### src/include/des_defines.svh
`ifndef DES_DEFINES_SVH
`define DES_DEFINES_SVH

// data block, also the width of the raw key
`define DES_BLOCK_W 64

// one Feistel half
`define DES_HALF_W 32

// per-round subkey after PC-2
`define DES_SUBKEY_W 48

// each of the C and D key halves
`define DES_CD_W 28

// round count and the width of the round index
`define DES_ROUNDS 16
`define DES_ROUND_W 4

// substitution boxes, 6 bits in and 4 bits out
`define DES_SBOX_COUNT 8
`define DES_SBOX_IN_W 6
`define DES_SBOX_OUT_W 4

`endif

### src/design/des_pkg.sv
`default_nettype none

`include "des_defines.svh"

package des_pkg;

    typedef logic [`DES_BLOCK_W-1:0] des_block_t;
    typedef logic [`DES_HALF_W-1:0] des_half_t;
    typedef logic [`DES_SUBKEY_W-1:0] des_subkey_t;
    typedef logic [`DES_ROUND_W-1:0] round_idx_t;

    typedef struct packed {
        des_half_t left;
        des_half_t right;
    } des_lr_t;

    typedef struct packed {
        logic [`DES_CD_W-1:0] c;
        logic [`DES_CD_W-1:0] d;
    } des_cd_t;

    typedef struct packed {
        logic load;
        logic round;
    } des_step_t;

    // tables use the standard numbering: position 1 is the MSB of the vector
    function automatic int des_fips_bit(input int pos, input int width);
        return width - pos;
    endfunction

    localparam byte unsigned des_ip [`DES_BLOCK_W] = '{
        58, 50, 42, 34, 26, 18, 10, 2, 60, 52, 44, 36, 28, 20, 12, 4,
        62, 54, 46, 38, 30, 22, 14, 6, 64, 56, 48, 40, 32, 24, 16, 8,
        57, 49, 41, 33, 25, 17, 9, 1, 59, 51, 43, 35, 27, 19, 11, 3,
        61, 53, 45, 37, 29, 21, 13, 5, 63, 55, 47, 39, 31, 23, 15, 7
    };

    // inverse of des_ip
    localparam byte unsigned des_fp [`DES_BLOCK_W] = '{
        40, 8, 48, 16, 56, 24, 64, 32, 39, 7, 47, 15, 55, 23, 63, 31,
        38, 6, 46, 14, 54, 22, 62, 30, 37, 5, 45, 13, 53, 21, 61, 29,
        36, 4, 44, 12, 52, 20, 60, 28, 35, 3, 43, 11, 51, 19, 59, 27,
        34, 2, 42, 10, 50, 18, 58, 26, 33, 1, 41, 9, 49, 17, 57, 25
    };

    // expansion of R to 48 bits, edge bits repeat
    localparam byte unsigned des_e [`DES_SUBKEY_W] = '{
        32, 1, 2, 3, 4, 5, 4, 5, 6, 7, 8, 9,
        8, 9, 10, 11, 12, 13, 12, 13, 14, 15, 16, 17,
        16, 17, 18, 19, 20, 21, 20, 21, 22, 23, 24, 25,
        24, 25, 26, 27, 28, 29, 28, 29, 30, 31, 32, 1
    };

    localparam byte unsigned des_p [`DES_HALF_W] = '{
        16, 7, 20, 21, 29, 12, 28, 17, 1, 15, 23, 26, 5, 18, 31, 10,
        2, 8, 24, 14, 32, 27, 3, 9, 19, 13, 30, 6, 22, 11, 4, 25
    };

    // parity bits 8, 16, ... 64 are dropped
    localparam byte unsigned des_pc1 [2*`DES_CD_W] = '{
        57, 49, 41, 33, 25, 17, 9, 1, 58, 50, 42, 34, 26, 18,
        10, 2, 59, 51, 43, 35, 27, 19, 11, 3, 60, 52, 44, 36,
        63, 55, 47, 39, 31, 23, 15, 7, 62, 54, 46, 38, 30, 22,
        14, 6, 61, 53, 45, 37, 29, 21, 13, 5, 28, 20, 12, 4
    };

    localparam byte unsigned des_pc2 [`DES_SUBKEY_W] = '{
        14, 17, 11, 24, 1, 5, 3, 28, 15, 6, 21, 10,
        23, 19, 12, 4, 26, 8, 16, 7, 27, 20, 13, 2,
        41, 52, 31, 37, 47, 55, 30, 40, 51, 45, 33, 48,
        44, 49, 39, 56, 34, 53, 46, 42, 50, 36, 29, 32
    };

    // bit i set when round i (from 0) rotates C/D by two
    localparam logic [`DES_ROUNDS-1:0] des_shift_two = 16'b0111_1110_1111_1100;

    // row-major 4 x 16 per box, index is {row, column}
    localparam logic [`DES_SBOX_OUT_W-1:0] des_sbox [`DES_SBOX_COUNT][64] = '{
        '{14, 4, 13, 1, 2, 15, 11, 8, 3, 10, 6, 12, 5, 9, 0, 7,
          0, 15, 7, 4, 14, 2, 13, 1, 10, 6, 12, 11, 9, 5, 3, 8,
          4, 1, 14, 8, 13, 6, 2, 11, 15, 12, 9, 7, 3, 10, 5, 0,
          15, 12, 8, 2, 4, 9, 1, 7, 5, 11, 3, 14, 10, 0, 6, 13},
        '{15, 1, 8, 14, 6, 11, 3, 4, 9, 7, 2, 13, 12, 0, 5, 10,
          3, 13, 4, 7, 15, 2, 8, 14, 12, 0, 1, 10, 6, 9, 11, 5,
          0, 14, 7, 11, 10, 4, 13, 1, 5, 8, 12, 6, 9, 3, 2, 15,
          13, 8, 10, 1, 3, 15, 4, 2, 11, 6, 7, 12, 0, 5, 14, 9},
        '{10, 0, 9, 14, 6, 3, 15, 5, 1, 13, 12, 7, 11, 4, 2, 8,
          13, 7, 0, 9, 3, 4, 6, 10, 2, 8, 5, 14, 12, 11, 15, 1,
          13, 6, 4, 9, 8, 15, 3, 0, 11, 1, 2, 12, 5, 10, 14, 7,
          1, 10, 13, 0, 6, 9, 8, 7, 4, 15, 14, 3, 11, 5, 2, 12},
        '{7, 13, 14, 3, 0, 6, 9, 10, 1, 2, 8, 5, 11, 12, 4, 15,
          13, 8, 11, 5, 6, 15, 0, 3, 4, 7, 2, 12, 1, 10, 14, 9,
          10, 6, 9, 0, 12, 11, 7, 13, 15, 1, 3, 14, 5, 2, 8, 4,
          3, 15, 0, 6, 10, 1, 13, 8, 9, 4, 5, 11, 12, 7, 2, 14},
        '{2, 12, 4, 1, 7, 10, 11, 6, 8, 5, 3, 15, 13, 0, 14, 9,
          14, 11, 2, 12, 4, 7, 13, 1, 5, 0, 15, 10, 3, 9, 8, 6,
          4, 2, 1, 11, 10, 13, 7, 8, 15, 9, 12, 5, 6, 3, 0, 14,
          11, 8, 12, 7, 1, 14, 2, 13, 6, 15, 0, 9, 10, 4, 5, 3},
        '{12, 1, 10, 15, 9, 2, 6, 8, 0, 13, 3, 4, 14, 7, 5, 11,
          10, 15, 4, 2, 7, 12, 9, 5, 6, 1, 13, 14, 0, 11, 3, 8,
          9, 14, 15, 5, 2, 8, 12, 3, 7, 0, 4, 10, 1, 13, 11, 6,
          4, 3, 2, 12, 9, 5, 15, 10, 11, 14, 1, 7, 6, 0, 8, 13},
        '{4, 11, 2, 14, 15, 0, 8, 13, 3, 12, 9, 7, 5, 10, 6, 1,
          13, 0, 11, 7, 4, 9, 1, 10, 14, 3, 5, 12, 2, 15, 8, 6,
          1, 4, 11, 13, 12, 3, 7, 14, 10, 15, 6, 8, 0, 5, 9, 2,
          6, 11, 13, 8, 1, 4, 10, 7, 9, 5, 0, 15, 14, 2, 3, 12},
        '{13, 2, 8, 4, 6, 15, 11, 1, 10, 9, 3, 14, 5, 0, 12, 7,
          1, 15, 13, 8, 10, 3, 7, 4, 12, 5, 6, 11, 0, 14, 9, 2,
          7, 11, 4, 1, 9, 12, 14, 2, 0, 6, 10, 13, 15, 3, 5, 8,
          2, 1, 14, 7, 4, 10, 8, 13, 15, 12, 9, 0, 3, 5, 6, 11}
    };

endpackage

`default_nettype wire

### src/design/des_core.sv
`default_nettype none

`include "des_defines.svh"

module des_core (
    input  wire logic                clock,
    input  wire logic                rst,
    input  wire logic                in_valid,
    input  wire des_pkg::des_block_t plaintext,
    input  wire des_pkg::des_block_t key,
    output logic                     ready,
    output logic                     out_valid,
    output des_pkg::des_block_t      ciphertext
);

    import des_pkg::*;

    des_step_t   step;
    des_subkey_t subkey;
    logic        finish;
    logic        last_round;
    logic        shift_two;

    des_round_ctrl u_ctrl (
        .clock      (clock),
        .rst        (rst),
        .in_valid   (in_valid),
        .last_round (last_round),
        .step       (step),
        .finish     (finish),
        .ready      (ready)
    );

    // round number itself stays inside the counter, seen only in waveforms
    des_round_counter u_counter (
        .step       (step),
        .clock      (clock),
        .rst        (rst),
        .round_idx  (),
        .shift_two  (shift_two),
        .last_round (last_round)
    );

    des_key_schedule u_key (
        .clock     (clock),
        .rst       (rst),
        .step      (step),
        .key       (key),
        .shift_two (shift_two),
        .subkey    (subkey)
    );

    des_feistel_path u_path (
        .clock      (clock),
        .rst        (rst),
        .step       (step),
        .finish     (finish),
        .plaintext  (plaintext),
        .subkey     (subkey),
        .ciphertext (ciphertext),
        .out_valid  (out_valid)
    );

endmodule

`default_nettype wire

### src/design/des_feistel_path.sv
`default_nettype none

`include "des_defines.svh"

module des_feistel_path (
    input  wire logic                clock,
    input  wire logic                rst,
    input  wire des_pkg::des_step_t  step,
    input  wire logic                finish,
    input  wire des_pkg::des_block_t plaintext,
    input  wire des_pkg::des_subkey_t subkey,
    output des_pkg::des_block_t      ciphertext,
    output logic                     out_valid
);

    import des_pkg::*;

    des_lr_t     lr;
    des_lr_t     lr_next;
    des_block_t  ip_blk;
    des_block_t  preout;
    des_block_t  fp_blk;
    des_subkey_t e_out;
    des_subkey_t x_out;
    des_half_t   s_out;
    des_half_t   p_out;

    // initial permutation of the incoming block
    always_comb begin
        for (int i = 0; i < `DES_BLOCK_W; i++) begin
            ip_blk[des_fips_bit(i + 1, `DES_BLOCK_W)] =
                plaintext[des_fips_bit(des_ip[i], `DES_BLOCK_W)];
        end
    end

    // expansion of R, then mix in the round key
    always_comb begin
        for (int i = 0; i < `DES_SUBKEY_W; i++) begin
            e_out[des_fips_bit(i + 1, `DES_SUBKEY_W)] =
                lr.right[des_fips_bit(des_e[i], `DES_HALF_W)];
        end
    end

    assign x_out = e_out ^ subkey;

    // outer bits pick the row, the middle four pick the column
    always_comb begin
        logic [`DES_SBOX_IN_W-1:0] six;
        logic [`DES_SBOX_IN_W-1:0] sidx;
        for (int k = 0; k < `DES_SBOX_COUNT; k++) begin
            six  = x_out[`DES_SUBKEY_W - 1 - `DES_SBOX_IN_W * k -: `DES_SBOX_IN_W];
            sidx = {six[5], six[0], six[4:1]};
            s_out[`DES_HALF_W - 1 - `DES_SBOX_OUT_W * k -: `DES_SBOX_OUT_W] =
                des_sbox[k][sidx];
        end
    end

    always_comb begin
        for (int i = 0; i < `DES_HALF_W; i++) begin
            p_out[des_fips_bit(i + 1, `DES_HALF_W)] =
                s_out[des_fips_bit(des_p[i], `DES_HALF_W)];
        end
    end

    assign lr_next.left  = lr.right;
    assign lr_next.right = lr.left ^ p_out;

    // halves are swapped once more after round 16
    assign preout = {lr.right, lr.left};

    always_comb begin
        for (int i = 0; i < `DES_BLOCK_W; i++) begin
            fp_blk[des_fips_bit(i + 1, `DES_BLOCK_W)] =
                preout[des_fips_bit(des_fp[i], `DES_BLOCK_W)];
        end
    end

    always_ff @(posedge clock) begin
        if (step.load) begin
            lr <= des_lr_t'(ip_blk);
        end else if (step.round) begin
            lr <= lr_next;
        end
    end

    // result holds until the next block finishes
    always_ff @(posedge clock) begin
        if (rst) begin
            ciphertext <= '0;
            out_valid  <= 1'b0;
        end else begin
            out_valid <= finish;
            if (finish) begin
                ciphertext <= fp_blk;
            end
        end
    end

endmodule

`default_nettype wire

### src/design/des_key_schedule.sv
`default_nettype none

`include "des_defines.svh"

module des_key_schedule (
    input  wire logic               clock,
    input  wire logic               rst,
    input  wire des_pkg::des_step_t step,
    input  wire des_pkg::des_block_t key,
    input  wire logic               shift_two,
    output des_pkg::des_subkey_t    subkey
);

    import des_pkg::*;

    des_cd_t cd;
    des_cd_t cd_pc1;
    des_cd_t cd_rot;

    // PC-1 drops the parity bits and splits the key into C and D
    always_comb begin
        for (int i = 0; i < 2 * `DES_CD_W; i++) begin
            cd_pc1[des_fips_bit(i + 1, 2 * `DES_CD_W)] =
                key[des_fips_bit(des_pc1[i], `DES_BLOCK_W)];
        end
    end

    // C and D rotate left on their own, never across the boundary
    always_comb begin
        if (shift_two) begin
            cd_rot.c = {cd.c[`DES_CD_W-3:0], cd.c[`DES_CD_W-1 -: 2]};
            cd_rot.d = {cd.d[`DES_CD_W-3:0], cd.d[`DES_CD_W-1 -: 2]};
        end else begin
            cd_rot.c = {cd.c[`DES_CD_W-2:0], cd.c[`DES_CD_W-1]};
            cd_rot.d = {cd.d[`DES_CD_W-2:0], cd.d[`DES_CD_W-1]};
        end
    end

    // subkey of the current round comes straight from the rotated value
    always_comb begin
        for (int i = 0; i < `DES_SUBKEY_W; i++) begin
            subkey[des_fips_bit(i + 1, `DES_SUBKEY_W)] =
                cd_rot[des_fips_bit(des_pc2[i], 2 * `DES_CD_W)];
        end
    end

    always_ff @(posedge clock) begin
        if (rst) begin
            cd <= '0;
        end else if (step.load) begin
            cd <= cd_pc1;
        end else if (step.round) begin
            cd <= cd_rot;
        end
    end

endmodule

`default_nettype wire

### src/design/des_round_counter.sv
`default_nettype none

`include "des_defines.svh"

module des_round_counter (
    input  wire des_pkg::des_step_t step,
    input  wire logic               clock,
    input  wire logic               rst,
    output des_pkg::round_idx_t     round_idx,
    output logic                    shift_two,
    output logic                    last_round
);

    import des_pkg::*;

    // index of the round being applied in the current cycle
    always_ff @(posedge clock) begin
        if (rst) begin
            round_idx <= '0;
        end else if (step.load) begin
            round_idx <= '0;
        end else if (step.round) begin
            // wraps back to zero after round 15
            round_idx <= round_idx + 1'b1;
        end
    end

    // rotation amount for this round, feeds the key schedule directly
    assign shift_two = des_shift_two[round_idx];

    assign last_round = (round_idx == round_idx_t'(`DES_ROUNDS - 1));

endmodule

`default_nettype wire

### src/design/des_round_ctrl.sv
`default_nettype none

`include "des_defines.svh"

module des_round_ctrl (
    input  wire logic          clock,
    input  wire logic          rst,
    input  wire logic          in_valid,
    input  wire logic          last_round,
    output des_pkg::des_step_t step,
    output logic               finish,
    output logic               ready
);

    typedef enum logic [1:0] {
        ST_IDLE,
        ST_ROUNDS,
        ST_FINISH
    } state_t;

    state_t state;
    state_t state_next;
    logic   accept;

    // a block is taken only while idle, anything else on in_valid is dropped
    assign ready  = (state == ST_IDLE);
    assign accept = in_valid && ready;

    always_comb begin
        state_next = state;
        case (state)
            ST_IDLE: begin
                if (accept) begin
                    state_next = ST_ROUNDS;
                end
            end
            // counter reports index 15 during the sixteenth round
            ST_ROUNDS: begin
                if (last_round) begin
                    state_next = ST_FINISH;
                end
            end
            ST_FINISH: begin
                state_next = ST_IDLE;
            end
            default: begin
                state_next = ST_IDLE;
            end
        endcase
    end

    always_ff @(posedge clock) begin
        if (rst) begin
            state <= ST_IDLE;
        end else begin
            state <= state_next;
        end
    end

    assign step.load  = accept;
    assign step.round = (state == ST_ROUNDS);
    assign finish     = (state == ST_FINISH);

endmodule

`default_nettype wire

### config.mk
export PLATFORM = sky130hd
export DESIGN_NAME = des_core
export DESIGN_NICKNAME = d
export VERILOG_FILES = /design/src/design/des_pkg.sv /design/src/design/des_core.sv /design/src/design/des_feistel_path.sv /design/src/design/des_key_schedule.sv /design/src/design/des_round_counter.sv /design/src/design/des_round_ctrl.sv
export VERILOG_INCLUDE_DIRS = /design/src /design/src/include
export SDC_FILE = /design/constraint.sdc
export NUM_CORES = 1
export LEC_CHECK = 0
export BUFFER_PORTS_ARGS = -buffer_cell sky130_fd_sc_hd__buf_4
export CAP_MARGIN = 20
export CORE_MARGIN = 1.5
export CORE_UTILIZATION = 54
export CTS_CLUSTER_DIAMETER = 200
export DETAILED_ROUTE_END_ITERATION = 12
export PLACE_DENSITY = 0.84
export SLEW_MARGIN = 20
export SYNTH_ARGS = -nofsm -noshare
export SYNTH_HDL_FRONTEND = slang
export SYNTH_SLANG_ARGS = --single-unit
### constraint.sdc
create_clock -name clock -period 3.3 [get_ports clock]
set_clock_uncertainty 0.2 [all_clocks]
set_input_delay 0.66 -clock clock [delete_from_list [all_inputs] [get_ports clock]]
set_output_delay 0.66 -clock clock [all_outputs]
set_load 0.01 [all_outputs]
* Word-level counts from Yosys, hierarchy flattened
Memory sizes are Yosys's and may differ from the RTL's. A register that Yosys moved wholly into a read port is not among the register bits.
Index checks and enable logic that the tools add are counted.
** Storage, ports and cells
- Register bits :: 191
- Memory bits (read-only) :: 2064
- Input port bits :: 131
- Memories kept :: 9
** Cells by class
- Add/sub/neg operators :: 1
- $lt $le $gt $ge :: 9
- Eq/ne operators :: 5
- Multiplexer cells :: 27
- Bitwise gates (word level) :: 10
- Reductions and logical operators :: 5
** Memory list
- (name not given) :: depth 64, bits a word 4, read ports 1, clocked after Yosys merged registers in 0, write ports 0, line des_feistel_path.sv:54 : des_sbox[k][sidx];
- (name not given) :: depth 64, bits a word 4, read ports 1, clocked after Yosys merged registers in 0, write ports 0, line des_feistel_path.sv:54
- (name not given) :: depth 64, bits a word 4, read ports 1, clocked after Yosys merged registers in 0, write ports 0, line des_feistel_path.sv:54
- (name not given) :: depth 64, bits a word 4, read ports 1, clocked after Yosys merged registers in 0, write ports 0, line des_feistel_path.sv:54
- (name not given) :: depth 64, bits a word 4, read ports 1, clocked after Yosys merged registers in 0, write ports 0, line des_feistel_path.sv:54
- (name not given) :: depth 64, bits a word 4, read ports 1, clocked after Yosys merged registers in 0, write ports 0, line des_feistel_path.sv:54
- 3 more memories
** Operators with widths (count)
- $mux W56 :: 3
- $mux W64 :: 2
- $mux W4 :: 18
- $ge A7 B7 Y1 const B :: 8
- $not A6 Y7 :: 8
- $xor A48 B48 Y48 :: 1
- $xor A32 B32 Y32 :: 1
- $lt A4 B5 Y1 const B :: 1
- $add A4 B1 Y4 const B :: 1
- $eq A4 B4 Y1 const B :: 1
- $mux W2 :: 2
- $pmux W2 S2 :: 1
- $eq A2 B1 Y1 const B :: 1
- $eq A2 B2 Y1 const B :: 1
- $logic_not A2 Y1 :: 1
- $ne A2 B1 Y1 const B :: 1
- $ne A2 B2 Y1 const B :: 1
- $reduce_and A2 Y1 :: 1
- $reduce_bool A2 Y1 :: 1
- $reduce_or A2 Y1 :: 1
- $logic_and A1 B1 Y1 :: 1
- $mux W1 :: 1

* Longest topological paths before layout
Gate-level depths: netlist of the first run.
- Depth in word-level cells :: 11
- Gate-level depth with buffers :: 14

* Cells and area by module
A second synthesis of the first run with hierarchy kept.
** Second synthesis, totals
- Cell total of the unflattened synthesis :: 1501
- Area, all modules :: 14715.4 µm²
** By module, submodules not included
- des_feistel_path :: times used 1, cells an instance 1143, area each 10891.7 µm², seq. area each 3223.1 µm²
- des_key_schedule :: times used 1, cells an instance 325, area each 3484.6 µm², seq. area each 1121.1 µm²
- des_round_counter :: times used 1, cells an instance 22, area each 241.5 µm², seq. area each 100.1 µm²
- des_round_ctrl :: times used 1, cells an instance 11, area each 97.6 µm², seq. area each 40.0 µm²

* Worst setup path after synthesis of the first run
No wires, ideal clock.
- Path kind :: flip-flop to flip-flop
- From :: register, netlist name u_counter.shift_two
- To :: register u_path.lr, in the netlist u_path.e_out[38], data pin
- Library setup time :: 272 ps
- Arrival :: 3170 ps
- Required time :: 2828 ps
- Slack :: -342 ps
- Stages on the path, launching flop included :: 14
- Clock period less this slack :: 3642 ps
- Path through :: dfxtp_1 buf_6 buf_8 buf_6 mux2i_1 xnor2_1 inv_1 ha_1 inv_1 nor2_1 o311ai_1 o2111ai_1 o2111a_1 or4b_1
** RTL lines
- end signal, assigned :: line des_feistel_path.sv:80 : lr <= des_lr_t'(ip_blk);
- end signal, assigned :: line des_feistel_path.sv:82 : lr <= lr_next;
- end, declared :: line des_feistel_path.sv:18 : des_lr_t lr;

==> results of run 1 <==
## flip-flops by register name, indices dropped and copies added, names as in the netlist
name / count
u_counter.round_idx: 4
u_counter.shift_two: 1
u_ctrl.state: 2
u_key.cd: 56
u_path.ciphertext: 64
u_path.e_out: 32
u_path.fp_blk: 32
u_path.out_valid: 1
## cells in the final DEF (no fill, tap or decap), drive strengths merged, types with 50 or more instances in the layout
cell / Yosys / final
xnor2: 70 / 70
ha: 63 / 63
edfxtp: 64 / 64
mux2i: 115 / 115
a21oi: 119 / 119
inv: 43 / 50
buf: 45 / 369
nand2: 324 / 324
a221oi: 59 / 59
dfxtp: 128 / 128
nor2: 186 / 186
## synth_stat cells, types with 12 or more instances
| library cell | count | area, µm² |
|---|---|---|
| nand2b_1 | 21 | 131 |
| dfxtp_1 | 128 | 2560 |
| nor2_1 | 186 | 698 |
| a211oi_1 | 22 | 165 |
| nor3_1 | 41 | 205 |
| edfxtp_1 | 64 | 1920 |
| xnor2_2 | 22 | 358 |
| inv_1 | 34 | 128 |
| xnor2_1 | 47 | 412 |
| buf_2 | 26 | 130 |
| ha_1 | 63 | 788 |
| buf_1 | 12 | 45.0 |
| a31oi_1 | 20 | 125 |
| clkbuf_1 | 81 | 304 |
| mux2_2 | 15 | 169 |
| xor2_1 | 25 | 219 |
| o211ai_1 | 36 | 270 |
| a21oi_1 | 119 | 596 |
| nand3_1 | 35 | 175 |
| mux2i_1 | 94 | 941 |
| nand2_1 | 324 | 1220 |
| a221oi_1 | 58 | 508 |
| o21ai_0 | 38 | 190 |
| mux2i_2 | 14 | 193 |
## through the flow
step	setup slack [ns]	power, mW	hold WS (ns)	area [µm²]	setup TNS [ns]
floorplan	0.00869	11.0	0.265	14600	0
global placement	-0.0475	14.5	0.243	17200	-0.0791
detailed placement	-0.0456	14.6	0.249	17200	-0.0904
CTS	0.00518	16.8	0.245	17800	0
global route	-0.0918	18.7	0.259	18300	-0.303
finish	0.0170	17.6	0.259	18300	0
## final cells by class
type	count	area, µm²	share of cell area (%)
Multi-Input combinational cell	1381	9730	53.1
Sequential cell	192	4490	24.5
Timing Repair Buffer	369	2930	16.0
Clock buffer	19	453	2.47
Tap cell	335	419	2.29
Inverter	44	169	0.922
Clock inverter	13	126	0.690
Antenna cell	1	2.50	0.0137
## cells by family (layout without fill, tap and decap cells)
group | count (synthesis) | in the layout | synth area share, %
simple gates | 661 | 661 | 19.2
compound gates | 412 | 412 | 19.9
flops | 192 | 192 | 30.9
buf+inv | 170 | 445 | 4.98
mux | 136 | 136 | 11.0
xor+xnor | 107 | 107 | 8.46
fa+ha+maj | 65 | 65 | 5.57
other cells | 0 | 1 | 0
## timing repair
| item | CTS | global route |
|---|---|---|
| setup buffers | 0 | 25 |
| resized for setup | 3 | 55 |
| pin swaps | 0 | 10 |
| setup endpoints to repair | 2 | 25 |
## power breakdown
part	switching (mW)	total (mW)	internal (mW)
Sequential	0.771	3.74	2.97
Combinational	6.44	11.8	5.32
Clock	1.04	2.14	1.10
Total	8.25	17.6	9.39
## final timing paths
path                                end  slack (ns)  depth (start not counted)
setup reg to reg       u_path.e_out[16]        0.02                         12
setup / recovery       u_path.e_out[16]        0.02                         12
hold reg to reg   u_path.ciphertext[60]        0.26                          2
hold / removal    u_path.ciphertext[60]        0.26                          2
## routing by layer
layer	up-vias	share of wire, %	GRT usage (%)
met5	-	0	0
met4	0	3.6	13.4
met2	706	46	53.2
li1	6807	-	-
met3	93	9.4	7.58
met1	7045	41	45.0
## worst max-delay path, stage by stage, from the launching register on
cell	delay, ns
dfxtp_4	0.38
buf_12	0.13
buf_12	0.15
mux2i_4	0.26
xor2_2	0.28
buf_4	0.17
inv_2	0.03
ha_1	0.22
mux2_2	0.26
mux4_2	0.46
o22ai_1	0.25
xnor2_1	0.15
o21ai_1	0.07
==> run_results.csv, run 1 <==
group,metric,value,unit
outcome,outcome,"finished, final reports clean",
detailed_routing,drtPass1Iterations,7,
critical_path,r2r_start,"u_counter.shift_two",
detailed_routing,drt-total-wl,49.0,mm
placement,dp_cells,2296,
clock_tree,cts_hold_buf,0,
grt,antenna_found_initial,1,
logic_synthesis,syn_avg_cell_area,8.33,µm²
grt,grt_pass1_wl,74.4,mm
logic_synthesis,synth_edf_count,64,
finish,n_fill_cell,2101,
clock_tree,cts_buffer_depth,2,
placement,dpl.hpwl,35.3,mm
timing,rsz0062_at_grt,"true",
grt,grtUsageTotal,33.8,%
job,cap_violations,0,
critical_path,critPathRequiredTime,3.29,ns
logic_synthesis,synth_cells,1743,
die,dieArea,27900,µm²
detailed_routing,postRouteAntennaNets,0,
logic_synthesis,synth-main-ff-cell,"dfxtp_1",
timing,max_slew_margin,40.3,%
finish,drive_gt1_share,27.0,%
clock_tree,htree_levels,4,
critical_path,critPathKind,"flop to flop",
logic_synthesis,ys_types,86,
logic_synthesis,yosys_warnings,0,
finish,layout.nets,2199,
detailed_routing,detail_route.wl_per_cell,20.8,µm
placement,io_buffer_count,188,
critical_path,crit_path_end_kind,"flop",
timing,worst_pin_slew,0.890,ns
clock_tree,clkSinkCount,192,
finish,fin_cells,2354,
clock_tree,cts_buffers,17,
finish,flow.area_growth_from_synthesis,26.2,%
grt,grt_max_degree,87,
pwr,power.density,963,nW/µm²
die,rows,59,
timing,finalSetupViolations,0,
clock_tree,cts_tree,"built",
die,die_x,167,µm
die,fp.dieH,167,µm
detailed_routing,viasPerCell,6.22,
logic_synthesis,synth_area,14500,µm²
clock_tree,cts_root_buf,"clkbuf_16",
logic_synthesis,ys_ff_latch,192,
timing,min_period,3.28,ns
grt,grt.overflow.total,0,
grt,grt_pass1_vias,13500,
timing,timing.final.max_slew_violations,0,
timing,fmax,305,MHz
placement,place_congestion,0.958,
critical_path,critPathLaunchType,"flop",
pwr,vdd_drop_max,0.387,mV
critical_path,cp_max_fo,9,
logic_synthesis,synth-seq-area-share,30.9,%
timing,finalCritPeriodShare,99.5,%
clock_tree,path_clk_slew,0.08,ns
min_path,hp-start,"u_path.ciphertext[60]",
die,initial_core_util,55.4,%
min_path,hold_path.class,"flop to flop",
die,core_area,26200,µm²
detailed_routing,drt_iter0_markers,1737,
logic_synthesis,async_flop_share,0,%
logic_synthesis,syn-num-nets,1937,
finish,final_util,69.9,%
pwr,power.leakage,7.34,nW
critical_path,critical_path_arrival,3.28,ns
detailed_routing,vias,14700,
timing,hold_viol,0,
clock_tree,insertion_delay,0.45,ns
detailed_routing,drc_errors,0,
die,ios,197,
critical_path,startpoint,"u_counter.shift_two",
Power figures use the tool's default switching activity.
==> inputs of run 2 (changes only) <==
CELL_PAD_IN_SITES_DETAIL_PLACEMENT = 1   (was not set)
CELL_PAD_IN_SITES_GLOBAL_PLACEMENT = 2   (was not set)
CORE_UTILIZATION = 32   (was 54)
PLACE_DENSITY = 0.83   (was 0.84)
==> run 2 against run 1 <==
Cell area is 2.7% higher. Routed wire length up 18%. Power up 4.5%. Critical path type unchanged. First-iteration DRC count is 39% lower. Sequential share of layout area shrank 0.64 points. Critical endpoint is now u_path.e_out[44]. Critical path depth shrank 2. Register-to-register slack improved by 0.03 ns. Largest cell class unchanged.
==> run_results.csv, run 2 (same netlist as run 1, synthesis figures left out) <==
group,metric,value,unit
die,dieArea,46600,µm²
finish,regMostFlops,"u_path.ciphertext",
detailed_routing,drt-total-wl,58.0,mm
critical_path,worstPathCellList,"buf_12 -> mux2i_2 -> xor2_1 -> buf_4 -> buf_4 -> mux2_2 -> mux2i_1 -> a221oi_1 -> mux2_2 -> a211o_1",
grt,antenna_found_initial,1,
finish,layout.nets,2208,
placement,io_buffer_count,188,
timing,finalSetupViolations,0,
pwr,power.density,980,nW/µm²
detailed_routing,vias,14400,
pwr,vdd_drop_max,0.365,mV
finish,drive_gt1_share,27.5,%
grt,grt.overflow.total,0,
die,die_x,216,µm
timing,finalCritPeriodShare,98.5,%
finish,flow.area_growth_from_synthesis,29.6,%
timing,min_period,3.25,ns
die,rows,77,
timing,worst_pin_slew,0.911,ns
timing,rsz0062_at_grt,"true",
min_path,min_to,"u_key.cd[52]",
critical_path,crit_path_end_kind,"flop",
clock_tree,path_clk_slew,0.08,ns
timing,max_slew_margin,38.8,%
min_path,hp-start,"key[31]",
detailed_routing,viasPerCell,5.49,
die,ios,197,
grt,grt_max_degree,65,
critical_path,startpoint,"u_counter.shift_two",
timing,holdWs,0.196,ns
die,fp.dieH,216,µm
clock_tree,cts_tree,"built",
clock_tree,cts_hold_buf,0,
finish,mostFrequentLayoutCell,"buf_4",
clock_tree,cts_buffers,17,
critical_path,reg2reg_depth,10,
timing,timing.final.max_slew_violations,0,
critical_path,critPathRequiredTime,3.35,ns
clock_tree,cts_buffer_depth,2,
critical_path,cp_slowest_stage_delay,0.38,ns
detailed_routing,drc_errors,0,
finish,largest_register_ffs,64,
critical_path,crit_path_top_delay_cell,"dfxtp_4",
outcome,outcome,"finished, final reports clean",
placement,dp_slack,-0.166,ns
critical_path,cp_max_fo,13,
detailed_routing,detail_route.wl_per_cell,22.1,µm
timing,setup_ws,0.0511,ns
detailed_routing,drtPass1Iterations,5,
grt,grt_pass1_vias,14500,
critical_path,critPathKind,"flop to flop",
clock_tree,insertion_delay,0.51,ns
job,cap_violations,0,
critical_path,critical_path_arrival,3.30,ns
die,core_area,44500,µm²
placement,dpl.hpwl,43.6,mm
clock_tree,clkSinkCount,192,
finish,top_regs,"u_path.ciphertext x64, u_key.cd x56",
detailed_routing,drt_iter0_markers,1056,
min_path,worstHoldPathCells,3,
timing,fmax,308,MHz
critical_path,critPathLaunchType,"flop",
clock_tree,cts_root_buf,"clkbuf_16",
critical_path,r2r-end,"u_path.e_out[44]",
placement,place_congestion,0.913,
min_path,hold_path.class,"input port to flop",
critical_path,r2r_start,"u_counter.shift_two",
finish,antenna_cells,0,
critical_path,path_delay_family,"multiplexers",
critical_path,reg2reg_slack,0.05,ns
critical_path,crit_cells,10,
grt,grt_pass1_wl,87.4,mm
pwr,power.leakage,7.42,nW
clock_tree,htree_levels,4,
detailed_routing,postRouteAntennaNets,0,
grt,grtUsageTotal,24.5,%
timing,hold_viol,0,
pwr,finalPower,18.4,mW
critical_path,crit_buf_inv,3,
finish,final_cell_mix,"buf_4 (362), nand2_1 (323), nor2_1 (185), dfxtp_1 (127), a21oi_1 (117)",
die,initial_core_util,32.6,%
run 2: cell types whose count changed in the layout (fill, tap and decap cells not counted), sizes merged:
cell and delta:
buf +9, diode -1, clkinv +1, inv -1
run 2: per-layer routing:
layer  GRT usage (%)  wire [µm]  vias to the layer above
li1                -          -                     6827
met1            32.8      26700                     7172
met2            39.7      27300                      326
met3            4.74       2580                       62
met4            7.89       1410                        2
met5               0         12                        -
run 2: how the worst max path moves through the flow:
stage,end,slack [ns]
2_1_floorplan,u_path.e_out[44],0.009
3_3_place_gp,u_path.e_out[45],-0.11
3_5_place_dp,u_path.e_out[45],-0.17
4_1_cts,u_path.e_out[35],0.003
5_1_grt,u_path.e_out[41],-0.06
6_report,u_path.e_out[44],0.05
run 2: final cells by class:
type / count / area (µm²)
Fill cell: 5275 / 25700
Multi-Input combinational cell: 1381 / 9780
Sequential cell: 192 / 4490
Timing Repair Buffer: 378 / 3020
Tap cell: 592 / 741
Clock buffer: 19 / 475
Inverter: 44 / 169
Clock inverter: 13 / 140
run 2: metrics by stage:
stage               cells  cell area (µm²)  TNS, ns  utilization (%)
finish               2619            18800        0             42.3
global route         2619            18800   -0.216             42.3
CTS                  2614            18500        0             41.5
detailed placement   2582            17800   -0.307             39.9
global placement     2582            17800   -0.183             39.9
floorplan            1743            14600        0                -
run 2: repair_timing:
action | in CTS | in global routing
setup buffers | 0 | 5
endpoints found under the hold margin | 0 | 0
endpoints found under the setup margin | 12 | 27
resized for setup | 14 | 50
pin swaps | 1 | 6
run 2: worst reg2reg max path: stages (launching register included):
cell,delay [ns]
dfxtp_4,0.38
buf_12,0.18
mux2i_2,0.35
xor2_1,0.19
buf_4,0.20
buf_4,0.22
mux2_2,0.37
mux2i_1,0.24
a221oi_1,0.13
mux2_2,0.28
a211o_1,0.26
run 2: where the power goes:
group | total, mW | internal (mW) | leakage [nW] | switching, mW
registers | 3.80 | 2.97 | 1.67 | 0.839
clock network | 2.29 | 1.16 | 0.306 | 1.13
logic | 12.3 | 5.54 | 5.44 | 6.80
total | 18.4 | 9.66 | 7.42 | 8.77
